**config.mk**
```make
export PLATFORM = sky130hd
export DESIGN_NAME = pre_fetch_top
export DESIGN_NICKNAME = d
export VERILOG_FILES = /design/src/logic/fetch_pkg.sv /design/src/logic/exc_pkg.sv /design/src/logic/next_pc_sel.sv /design/src/logic/itlb_translate.sv /design/src/logic/fetch_ctrl.sv /design/src/logic/pre_fetch_top.sv
export VERILOG_INCLUDE_DIRS = /design/src /design/src/logic
export SDC_FILE = /design/constraint.sdc
export NUM_CORES = 1
export LEC_CHECK = 0
export BUFFER_PORTS_ARGS = -buffer_cell sky130_fd_sc_hd__clkbuf_2
export CELL_PAD_IN_SITES_DETAIL_PLACEMENT = 2
export CELL_PAD_IN_SITES_GLOBAL_PLACEMENT = 2
export CORE_ASPECT_RATIO = 0.6
export CORE_UTILIZATION = 23
export CTS_CLUSTER_DIAMETER = 100
export CTS_CLUSTER_SIZE = 40
export DETAILED_ROUTE_END_ITERATION = 10
export PLACE_DENSITY = 0.88
export SLEW_MARGIN = 20
export SYNTH_ARGS = -nofsm -noshare
export SYNTH_HDL_FRONTEND = slang
export SYNTH_SLANG_ARGS = --single-unit
```
**constraint.sdc**
```tcl
create_clock -name clk -period 3.13 [get_ports clk]
set_input_delay 0.1565 -clock clk [delete_from_list [all_inputs] [get_ports clk]]
set_output_delay 0.1565 -clock clk [all_outputs]
set_load 0.03 [all_outputs]
```
**src/logic/fetch_consts.svh**
```systemverilog
`ifndef FETCH_CONSTS_SVH
`define FETCH_CONSTS_SVH

// fixed bus widths of the front end
`define ADDR_W 32
`define INST_W 32
`define PFN_W  20

// boot vector in kseg1
`define RESET_PC      32'hbfc00000

// exception entry points while BEV is set
`define GENERAL_EX_PC 32'hbfc00380
`define REFILL_EX_PC  32'hbfc00200

// strips the segment bits of kseg0/kseg1
`define PHYS_MASK     32'h1fffffff

`endif

```
**src/logic/fetch_pkg.sv**
```systemverilog
`default_nettype none

package fetch_pkg;

    // where the next fetch PC comes from
    typedef enum logic [2:0] {
        PC_SEQ        = 3'd0,
        PC_PRED       = 3'd1,
        PC_REDIRECT   = 3'd2,
        PC_REFETCH    = 3'd3,
        PC_GENERAL_EX = 3'd4,
        PC_REFILL_EX  = 3'd5,
        PC_ERET       = 3'd6
    } pc_src_e;

    // four-phase icache request states
    typedef enum logic [1:0] {
        ST_IDLE    = 2'd0,
        // req high, waiting for ack
        ST_REQ     = 2'd1,
        // req low, waiting for ack to drop
        ST_RELEASE = 2'd2,
        // result presented to the fetch stage
        ST_HOLD    = 2'd3
    } fetch_state_e;

endpackage

`default_nettype wire

```
**src/logic/exc_pkg.sv**
```systemverilog
`default_nettype none

package exc_pkg;

    // exceptions detected at PC generation
    typedef enum logic [1:0] {
        EXC_NONE        = 2'd0,
        // misaligned fetch address
        EXC_ADEL        = 2'd1,
        // no matching TLB entry
        EXC_TLB_REFILL  = 2'd2,
        // entry found but page not valid
        EXC_TLB_INVALID = 2'd3
    } fetch_exc_e;

endpackage

`default_nettype wire

```
**src/logic/next_pc_sel.sv**
```systemverilog
`default_nettype none
`include "fetch_consts.svh"

module next_pc_sel (
    input  wire                     clk,
    input  wire                     reset,
    input  wire                     pc_load,
    input  var  fetch_pkg::pc_src_e pc_src,
    input  wire [`ADDR_W-1:0]       bpu_target,
    input  wire [`ADDR_W-1:0]       br_target,
    input  wire [`ADDR_W-1:0]       refetch_pc,
    input  wire [`ADDR_W-1:0]       epc,
    output logic [`ADDR_W-1:0]      pc
);

    logic [`ADDR_W-1:0] pc_next;
    // set once the PC came from a target that may be misaligned
    logic               misalign_ok;

    always_comb begin
        case (pc_src)
            fetch_pkg::PC_SEQ:        pc_next = pc + 32'd4;
            fetch_pkg::PC_PRED:       pc_next = bpu_target;
            fetch_pkg::PC_REDIRECT:   pc_next = br_target;
            fetch_pkg::PC_REFETCH:    pc_next = refetch_pc;
            fetch_pkg::PC_GENERAL_EX: pc_next = `GENERAL_EX_PC;
            fetch_pkg::PC_REFILL_EX:  pc_next = `REFILL_EX_PC;
            fetch_pkg::PC_ERET:       pc_next = epc;
            default:                  pc_next = pc + 32'd4;
        endcase
    end

    always_ff @(posedge clk) begin
        if (reset) begin
            pc <= `RESET_PC;
        end else if (pc_load) begin
            pc <= pc_next;
        end
    end

    // sequential and predicted steps keep the current alignment origin
    always_ff @(posedge clk) begin
        if (reset) begin
            misalign_ok <= 1'b0;
        end else if (pc_load) begin
            if (pc_src == fetch_pkg::PC_ERET || pc_src == fetch_pkg::PC_REDIRECT) begin
                misalign_ok <= 1'b1;
            end else if (pc_src == fetch_pkg::PC_GENERAL_EX
                         || pc_src == fetch_pkg::PC_REFILL_EX
                         || pc_src == fetch_pkg::PC_REFETCH) begin
                misalign_ok <= 1'b0;
            end
        end
    end

    // only an eret or a branch target can bring a misaligned PC in
    a_pc_aligned: assert property (
        @(posedge clk) disable iff (reset)
        misalign_ok || pc[1:0] == 2'b00
    ) else $error("pc %h misaligned without eret or branch target", pc);

endmodule

`default_nettype wire

```
**src/logic/itlb_translate.sv**
```systemverilog
`default_nettype none
`include "fetch_consts.svh"

module itlb_translate (
    input  wire [`ADDR_W-1:0]        pc,
    input  wire                      tlb_found,
    input  wire                      tlb_v0,
    input  wire                      tlb_v1,
    input  wire [`PFN_W-1:0]         tlb_pfn0,
    input  wire [`PFN_W-1:0]         tlb_pfn1,
    output logic [`ADDR_W-1:0]       paddr,
    output exc_pkg::fetch_exc_e      exc
);

    logic              unmapped;
    logic              odd_page;
    logic [`PFN_W-1:0] sel_pfn;
    logic              sel_v;
    logic              misaligned;

    // kseg0 and kseg1 bypass the TLB
    assign unmapped = pc[31:30] == 2'b10;

    // bit 12 picks the even or odd half of the entry pair
    assign odd_page = pc[12];
    assign sel_pfn  = odd_page ? tlb_pfn1 : tlb_pfn0;
    assign sel_v    = odd_page ? tlb_v1 : tlb_v0;

    assign misaligned = pc[1:0] != 2'b00;

    always_comb begin
        if (unmapped) begin
            paddr = pc & `PHYS_MASK;
        end else begin
            paddr = {sel_pfn, pc[11:0]};
        end
    end

    // address error outranks any TLB fault
    always_comb begin
        if (misaligned) begin
            exc = exc_pkg::EXC_ADEL;
        end else if (!unmapped && !tlb_found) begin
            exc = exc_pkg::EXC_TLB_REFILL;
        end else if (!unmapped && !sel_v) begin
            exc = exc_pkg::EXC_TLB_INVALID;
        end else begin
            exc = exc_pkg::EXC_NONE;
        end
    end

endmodule

`default_nettype wire

```
**src/logic/fetch_ctrl.sv**
```systemverilog
`default_nettype none
`include "fetch_consts.svh"

module fetch_ctrl (
    input  wire                       clk,
    input  wire                       reset,
    input  wire  [`ADDR_W-1:0]        pc,
    input  wire  [`ADDR_W-1:0]        paddr,
    input  var   exc_pkg::fetch_exc_e exc,
    input  wire                       bpu_valid,
    input  wire                       flush,
    input  wire                       flush_refill,
    input  wire                       refetch,
    input  wire                       eret,
    input  wire                       br_redirect,
    output logic                      pc_load,
    output fetch_pkg::pc_src_e        pc_src,
    output logic                      icache_req,
    output logic [`ADDR_W-1:0]        icache_addr,
    input  wire                       icache_ack,
    input  wire  [`INST_W-1:0]        icache_rdata,
    output logic                      fs_valid,
    output logic [`ADDR_W-1:0]        fs_pc,
    output logic [`INST_W-1:0]        fs_inst,
    output exc_pkg::fetch_exc_e       fs_exc,
    input  wire                       fs_allowin
);

    fetch_pkg::fetch_state_e state;
    // the in-flight result belongs to a PC that was redirected away
    logic                    kill;
    logic                    redirect;
    logic                    transfer;

    assign redirect = eret | flush | br_redirect;
    assign transfer = fs_valid & fs_allowin;
    assign pc_load  = redirect | transfer;

    always_comb begin
        if (eret) begin
            pc_src = fetch_pkg::PC_ERET;
        end else if (flush && flush_refill) begin
            pc_src = fetch_pkg::PC_REFILL_EX;
        end else if (flush && refetch) begin
            pc_src = fetch_pkg::PC_REFETCH;
        end else if (flush) begin
            pc_src = fetch_pkg::PC_GENERAL_EX;
        end else if (br_redirect) begin
            pc_src = fetch_pkg::PC_REDIRECT;
        end else if (bpu_valid) begin
            pc_src = fetch_pkg::PC_PRED;
        end else begin
            pc_src = fetch_pkg::PC_SEQ;
        end
    end

    always_ff @(posedge clk) begin
        if (reset) begin
            state      <= fetch_pkg::ST_IDLE;
            icache_req <= 1'b0;
            fs_valid   <= 1'b0;
            kill       <= 1'b0;
        end else begin
            case (state)
                fetch_pkg::ST_IDLE: begin
                    // wait for the new PC when redirected here
                    if (!redirect && exc != exc_pkg::EXC_NONE) begin
                        state    <= fetch_pkg::ST_HOLD;
                        fs_valid <= 1'b1;
                    end else if (!redirect) begin
                        state      <= fetch_pkg::ST_REQ;
                        icache_req <= 1'b1;
                    end
                end
                fetch_pkg::ST_REQ: begin
                    if (redirect) begin
                        kill <= 1'b1;
                    end
                    if (icache_ack) begin
                        icache_req <= 1'b0;
                        state      <= fetch_pkg::ST_RELEASE;
                    end
                end
                fetch_pkg::ST_RELEASE: begin
                    if (!icache_ack) begin
                        kill <= 1'b0;
                        if (kill || redirect) begin
                            state <= fetch_pkg::ST_IDLE;
                        end else begin
                            state    <= fetch_pkg::ST_HOLD;
                            fs_valid <= 1'b1;
                        end
                    end else if (redirect) begin
                        kill <= 1'b1;
                    end
                end
                default: begin
                    if (redirect || fs_allowin) begin
                        fs_valid <= 1'b0;
                        state    <= fetch_pkg::ST_IDLE;
                    end
                end
            endcase
        end
    end

    // pc stays put until pc_load, so the request context is taken at issue
    always_ff @(posedge clk) begin
        if (state == fetch_pkg::ST_IDLE && !redirect) begin
            icache_addr <= paddr;
            fs_pc       <= pc;
            fs_exc      <= exc;
            fs_inst     <= '0;
        end else if (state == fetch_pkg::ST_REQ && icache_ack) begin
            fs_inst <= icache_rdata;
        end
    end

    a_addr_stable: assert property (
        @(posedge clk) disable iff (reset)
        icache_req |=> !icache_req || $stable(icache_addr)
    ) else $error("icache_addr changed while req high");

    // ack still high from the last handshake keeps req low
    a_req_after_ack: assert property (
        @(posedge clk) disable iff (reset)
        !icache_req && icache_ack |=> !icache_req
    ) else $error("icache_req rose while ack still high");

    a_fs_hold: assert property (
        @(posedge clk) disable iff (reset)
        fs_valid && !fs_allowin && !redirect |=>
            fs_valid && $stable(fs_pc) && $stable(fs_inst) && $stable(fs_exc)
    ) else $error("fetch stage outputs changed under back-pressure");

endmodule

`default_nettype wire

```
**src/logic/pre_fetch_top.sv**
```systemverilog
`default_nettype none
`include "fetch_consts.svh"

module pre_fetch_top (
    input  wire                  clk,
    input  wire                  reset,
    // redirects from execute and commit
    input  wire                  flush,
    input  wire                  flush_refill,
    input  wire                  refetch,
    input  wire [`ADDR_W-1:0]    refetch_pc,
    input  wire                  eret,
    input  wire [`ADDR_W-1:0]    epc,
    input  wire                  br_redirect,
    input  wire [`ADDR_W-1:0]    br_target,
    input  wire                  bpu_valid,
    input  wire [`ADDR_W-1:0]    bpu_target,
    // single-entry TLB view
    input  wire                  tlb_found,
    input  wire [`PFN_W-1:0]     tlb_pfn0,
    input  wire                  tlb_v0,
    input  wire [`PFN_W-1:0]     tlb_pfn1,
    input  wire                  tlb_v1,
    output logic                 icache_req,
    output logic [`ADDR_W-1:0]   icache_addr,
    input  wire                  icache_ack,
    input  wire [`INST_W-1:0]    icache_rdata,
    output logic                 fs_valid,
    output logic [`ADDR_W-1:0]   fs_pc,
    output logic [`INST_W-1:0]   fs_inst,
    output exc_pkg::fetch_exc_e  fs_exc,
    input  wire                  fs_allowin
);

    logic [`ADDR_W-1:0]  pc;
    logic [`ADDR_W-1:0]  paddr;
    exc_pkg::fetch_exc_e exc;
    logic                pc_load;
    fetch_pkg::pc_src_e  pc_src;

    next_pc_sel u_next_pc (
        .clk(clk), .reset(reset), .pc_load(pc_load), .pc_src(pc_src),
        .bpu_target(bpu_target), .br_target(br_target), .refetch_pc(refetch_pc),
        .epc(epc), .pc(pc)
    );

    itlb_translate u_itlb (
        .pc(pc), .tlb_found(tlb_found), .tlb_v0(tlb_v0), .tlb_v1(tlb_v1),
        .tlb_pfn0(tlb_pfn0), .tlb_pfn1(tlb_pfn1), .paddr(paddr), .exc(exc)
    );

    fetch_ctrl u_ctrl (
        .clk(clk), .reset(reset), .pc(pc), .paddr(paddr), .exc(exc),
        .bpu_valid(bpu_valid), .flush(flush), .flush_refill(flush_refill),
        .refetch(refetch), .eret(eret), .br_redirect(br_redirect),
        .pc_load(pc_load), .pc_src(pc_src),
        .icache_req(icache_req), .icache_addr(icache_addr),
        .icache_ack(icache_ack), .icache_rdata(icache_rdata),
        .fs_valid(fs_valid), .fs_pc(fs_pc), .fs_inst(fs_inst), .fs_exc(fs_exc),
        .fs_allowin(fs_allowin)
    );

endmodule

`default_nettype wire

```
### Word level (Yosys, flattened, before mapping)

Cells that the tools add are included.

* flip-flop bits (word level): 135
* bits of input ports: 213
* output and inout port bits: 100
* logic and storage cells: 87

* add/sub/neg operators: 1
* equal/unequal tests: 16
* multiplexer cells: 32
* bitwise gates (word level): 5
* reduce and logical (&&, ||, !) cells: 23

Operators with widths (count)
* one-hot mux 32 bit (6 select lines): 1
* adder 32 x 3 -> 32 bit (second input constant): 1
* two-way mux 29 bit: 1
* two-way mux 20 bit: 1
* two-way mux 2 bit: 9
* two-way mux 3 bit: 5
* two-way mux 1 bit: 11
* inequality test 2 bit (second input constant): 5
* equality test 3 bit (second input constant): 3
* AND reduction 4 bit: 2
* nonzero test 2 bit: 4
* logical AND 1 bit: 7
* equality test 3 x 2 -> 1 bit (second input constant): 2
* one-hot mux 2 bit (3 select lines): 1
* AND reduction 5 bit: 1
* equality test 2 bit (second input constant): 2
* logical NOT 1 bit: 4
* one-hot mux 1 bit (2 select lines): 2
* nonzero test 4 bit: 1
* equality test 3 x 1 -> 1 bit (second input constant): 1
* inequality test 3 bit (second input constant): 1
* bitwise OR 1 bit: 3
* one-hot mux 1 bit (3 select lines): 1
* nonzero test 3 bit: 1
* other kinds (6): 7

### Logic depth before layout (Yosys ltp)

* depth after elaboration: 10
* gate-level depth with buffers: 8
* depth with buffers taken out: 7

### By module

Synthesis repeated with hierarchy kept, for this count alone.

* cell total of the unflattened synthesis: 735
* area total of the unflattened synthesis: 6982.9 µm²

By module, submodules not included
* fetch_ctrl: instances 1, cells an instance 266, area each 3513.4 µm², seq. area each 2722.6 µm²
* next_pc_sel: instances 1, cells an instance 387, area each 2925.3 µm², seq. area each 640.6 µm²
* itlb_translate: instances 1, cells an instance 82, area each 544.3 µm², seq. area each 0.0 µm²

### Worst setup path after synthesis

Ideal clock, no wire load.

* path kind: input port to flip-flop
* from: input port flush
* to: register u_ctrl.fs_exc[0], enable pin
* setup time: 0.440 ns
* arrival: 2.720 ns
* required time: 2.690 ns
* path slack: -0.029 ns
* stages: 4
* path buffers: 2
* cell sequence: buf_2 -> or3_1 -> nor2_1 -> clkbuf_1

* cells in the longest elaborated chain, start to end: 4

Ends and longest elaborated chain
* start: declaration: RTL line pre_fetch_top.sv:8 `input wire flush,`
* bitwise OR 1 bit (2 in a row): RTL line fetch_ctrl.sv:35 `assign redirect = eret | flush | br_redirect;`
* logical NOT 1 bit: RTL line fetch_ctrl.sv:109 `if (state == fetch_pkg::ST_IDLE && !redirect) begin`
* logical AND 1 bit: RTL line fetch_ctrl.sv:109
* end signal: assignment: RTL line fetch_ctrl.sv:112 `fs_exc <= exc;`
* end: declaration: RTL line fetch_ctrl.sv:25 `output exc_pkg::fetch_exc_e fs_exc,`

No other way between the ends.
A chain may end at the register's enable or synchronous reset.

### Worst setup path after layout

* from: register u_next_pc.pc[2]
* to: register u_next_pc.pc[20]

* cells in the longest elaborated chain, start to end: 2

Ends and longest elaborated chain
* start: declaration: RTL line next_pc_sel.sv:13 `` output logic [`ADDR_W-1:0] pc ``
* start signal: assignment: RTL line next_pc_sel.sv:35 `` pc <= `RESET_PC; ``
* start signal: assignment: RTL line next_pc_sel.sv:37 `pc <= pc_next;`
* adder 32 x 3 -> 32 bit: RTL line next_pc_sel.sv:22, next_pc_sel.sv:29
* one-hot mux 32 bit (6 select lines): RTL line next_pc_sel.sv:21 `case (pc_src)`

No other way between the ends.

==> results.json <==
{
  "multi_input_comb_area_um2": 3002,
  "drtAntennaViolNets": 0,
  "end_kind": "register",
  "fill_cells": 3015,
  "wire_per_inst_um": 21.43,
  "cp.required_ns": 3.48,
  "start_kind": "register",
  "grt_max_degree": 63,
  "peakVddDrop_uv": 314.6,
  "portBuffers": 312,
  "final_cells": 1390,
  "core_um2": 26650,
  "cts_root_buf": "clkbuf_16",
  "postLayoutCellArea_um2": 9178,
  "fin_nets": 1234,
  "synthFlopType": "dfxtp_1",
  "clkLatencyLatePin_ns": 0.44,
  "post_synth_inst_count": 690,
  "cts_tree": "built",
  "ys_async_sr_fraction": 0,
  "yosysTopAreaCell": "edfxtp_1",
  "power_leakage_uw": 0.003916,
  "synth_area_leaders": "edfxtp_1 26%, dfxtp_1 22%, nand2_1 7.3%",
  "outcome": "finished clean",
  "holdBufCountCts": 33,
  "regArea_um2": 3004,
  "syn_nets": 908,
  "htreeDepth": 4,
  "place_area_um2": 8229,
  "clock-skew-final_ns": 0.01208,
  "arrival_ns": 2.82,
  "layout_min_cycle_time_ns": 2.470,
  "rsz0062_at_grt": "false",
  "period_share": 0.7891,
  "clockBufferDepth": 2,
  "finalCoreUtilization": 0.3444,
  "crit_type": "register to register",
  "max-slew-margin-rel": 0.4615,
  "seq_area_frac_synth": 0.4777,
  "critical-path-max-stage-delay_ns": 0.71,
  "grt_overflow": 0,
  "maxCapViolCount": 0,
  "ys_seq_elements": 123,
  "cts_resized": 0,
  "synth_area_um2": 6286,
  "drt-initial-drc-count": 455,
  "syn_area_per_cell_um2": 9.110,
  "die_w_um": 215.4,
  "clock-sinks": 123,
  "clk_pin_slew_ns": 0.07,
  "cp_num_buf_inv": 0,
  "drc": 0,
  "finalWirelength_um": 29790,
  "antenna_found_initial": 2,
  "placedCellCount": 1324,
  "setup_tns_ns": 0,
  "drive_gt1_frac": 0.3732,
  "via_per_inst": 5.014,
  "num_rows": 46,
  "synth_warnings": 0,
  "via_count": 6969,
  "hold_path.class": "input port to register",
  "die_h_um": 130.1,
  "yosysTopAreaCellShare": 0.2580,
  "place_hpwl_um": 22350,
  "critPathSlowestCell": "or4_1",
  "place_congestion": 0.8248,
  "grt_pass1_vias": 7444,
  "maxSlewViolCount": 0,
  "grt_pass1_wl_um": 44270,
  "start_util": 0.2359,
  "cts_setup_buffers": 0,
  "numCtsBuffers": 17,
  "tightest_slew_ns": 0.8078,
  "area_growth_pct": 46.00,
  "fmax_ghz": 0.4049,
  "crit_chain": "ha_1 > nand3_1 > or4_1 > nor3_1 > o21ai_1 > a311oi_1",
  "synth-edff-count": 54,
  "ys_types": 62,
  "pin_count": 313,
  "cp_max_fo": 7,
  "critical_path.top_delay_family": "simple AND/OR/NAND/NOR gates",
  "yosysMostFrequentCell": "nand2_1",
  "netlist_top_cells_count": "122 x nand2_1, 70 x a21oi_1, 69 x dfxtp_1",
  "hold_viol": 0,
  "powerDensity_nw_per_um2": 636.3,
  "grtUsageTotal": 0.2123,
  "die_area_um2": 28020,
  "drtPass1Iterations": 6,
  "finalSetupViolations": 0
}
## cells in the final DEF, fill, tap and decap left out, drive strengths merged, types with 5 or more instances in the layout
cell,instances
a211oi,6
ha,5
and3,6
a31o,5
a21oi,70
a221oi,11
o21ai,40
nor2,38
inv,16
nand3,20
a2111oi,6
nand4,13
or3,5
nor4,8
mux2i,23
a222oi,10
a22oi,16
nor3,21
edfxtp,54
clkbuf,329
nand2,122
dfxtp,69
nand2b,5
clkinv,5
nor2b,6
a31oi,8
dlygate4sd3,33
buf,21
a311oi,6
## cell type report
type                            count  area share
Antenna cell                        1   0.0002727
Clock buffer                       17     0.04635
Clock inverter                     15     0.02072
Inverter                           11    0.004499
Multi-Input combinational cell    497      0.3271
Sequential cell                   123      0.3273
Tap cell                          360     0.04908
Timing Repair Buffer              366      0.2247
## power breakdown
part	total (uW)	internal [uW]	leakage, uW	switching [uW]
clock	2110	1270	0.000298	840
combinational	1580	535	0.00255	1050
sequential	2150	1950	0.00107	201
total	5840	3750	0.00392	2090
## state kept, by name, summed over array words and instances, names as in the netlist
register	cells
u_ctrl.fs_exc	2
u_ctrl.fs_inst	32
u_ctrl.fs_pc	32
u_ctrl.fs_valid	1
u_ctrl.icache_addr	20
u_ctrl.icache_req	1
u_ctrl.kill	1
u_ctrl.state	2
u_next_pc.pc	32
## per-stage QoR
step / total power, uW / hold slack, ns / setup WS, ns
finish: 5839 / 0.04440 / 0.6602
global route: 6135 / 0.04004 / 0.4983
CTS: 5911 / 0.01005 / 0.6264
detailed placement: 3726 / 0.3902 / 0.7583
global placement: 3638 / 0.3799 / 0.9142
floorplan: 3091 / 0.2925 / 0.8454
## layer usage
metal	GRT usage	vias to the layer above	share of wire
met5	0	-	0
met4	0.07384	0	0.018
met3	0.05408	33	0.062
met2	0.3412	229	0.46
met1	0.2781	3478	0.46
li1	-	3229	-
## cell families after synthesis
group,share of synthesized area
AOI/OAI and AO/OA,0.2142
and+or+nand+nor,0.2020
buffers and inverters,0.05215
adders and majority gates,0.009952
xor gates and xnor gates,0.005574
muxes,0.03842
DFF,0.4777
## final timing paths
path                                  to  slack (ns)               from  cells after the start
hold reg to reg        u_ctrl.fs_inst[6]        0.46  u_ctrl.fs_inst[6]                      2
setup / recovery        u_next_pc.pc[20]        0.66    u_next_pc.pc[2]                      6
setup reg to reg        u_next_pc.pc[20]        0.66    u_next_pc.pc[2]                      6
hold / removal    u_ctrl.icache_addr[12]        0.04        tlb_pfn1[0]                      3
## worst register-to-register path, stage by stage, from the launching register on
cell and delay (ns):
dfxtp_1 0.44, ha_1 0.26, nand3_1 0.27, or4_1 0.71, nor3_1 0.29, o21ai_1 0.12
a311oi_1 0.29
Note: power is estimated with default switching activity, not from simulation.
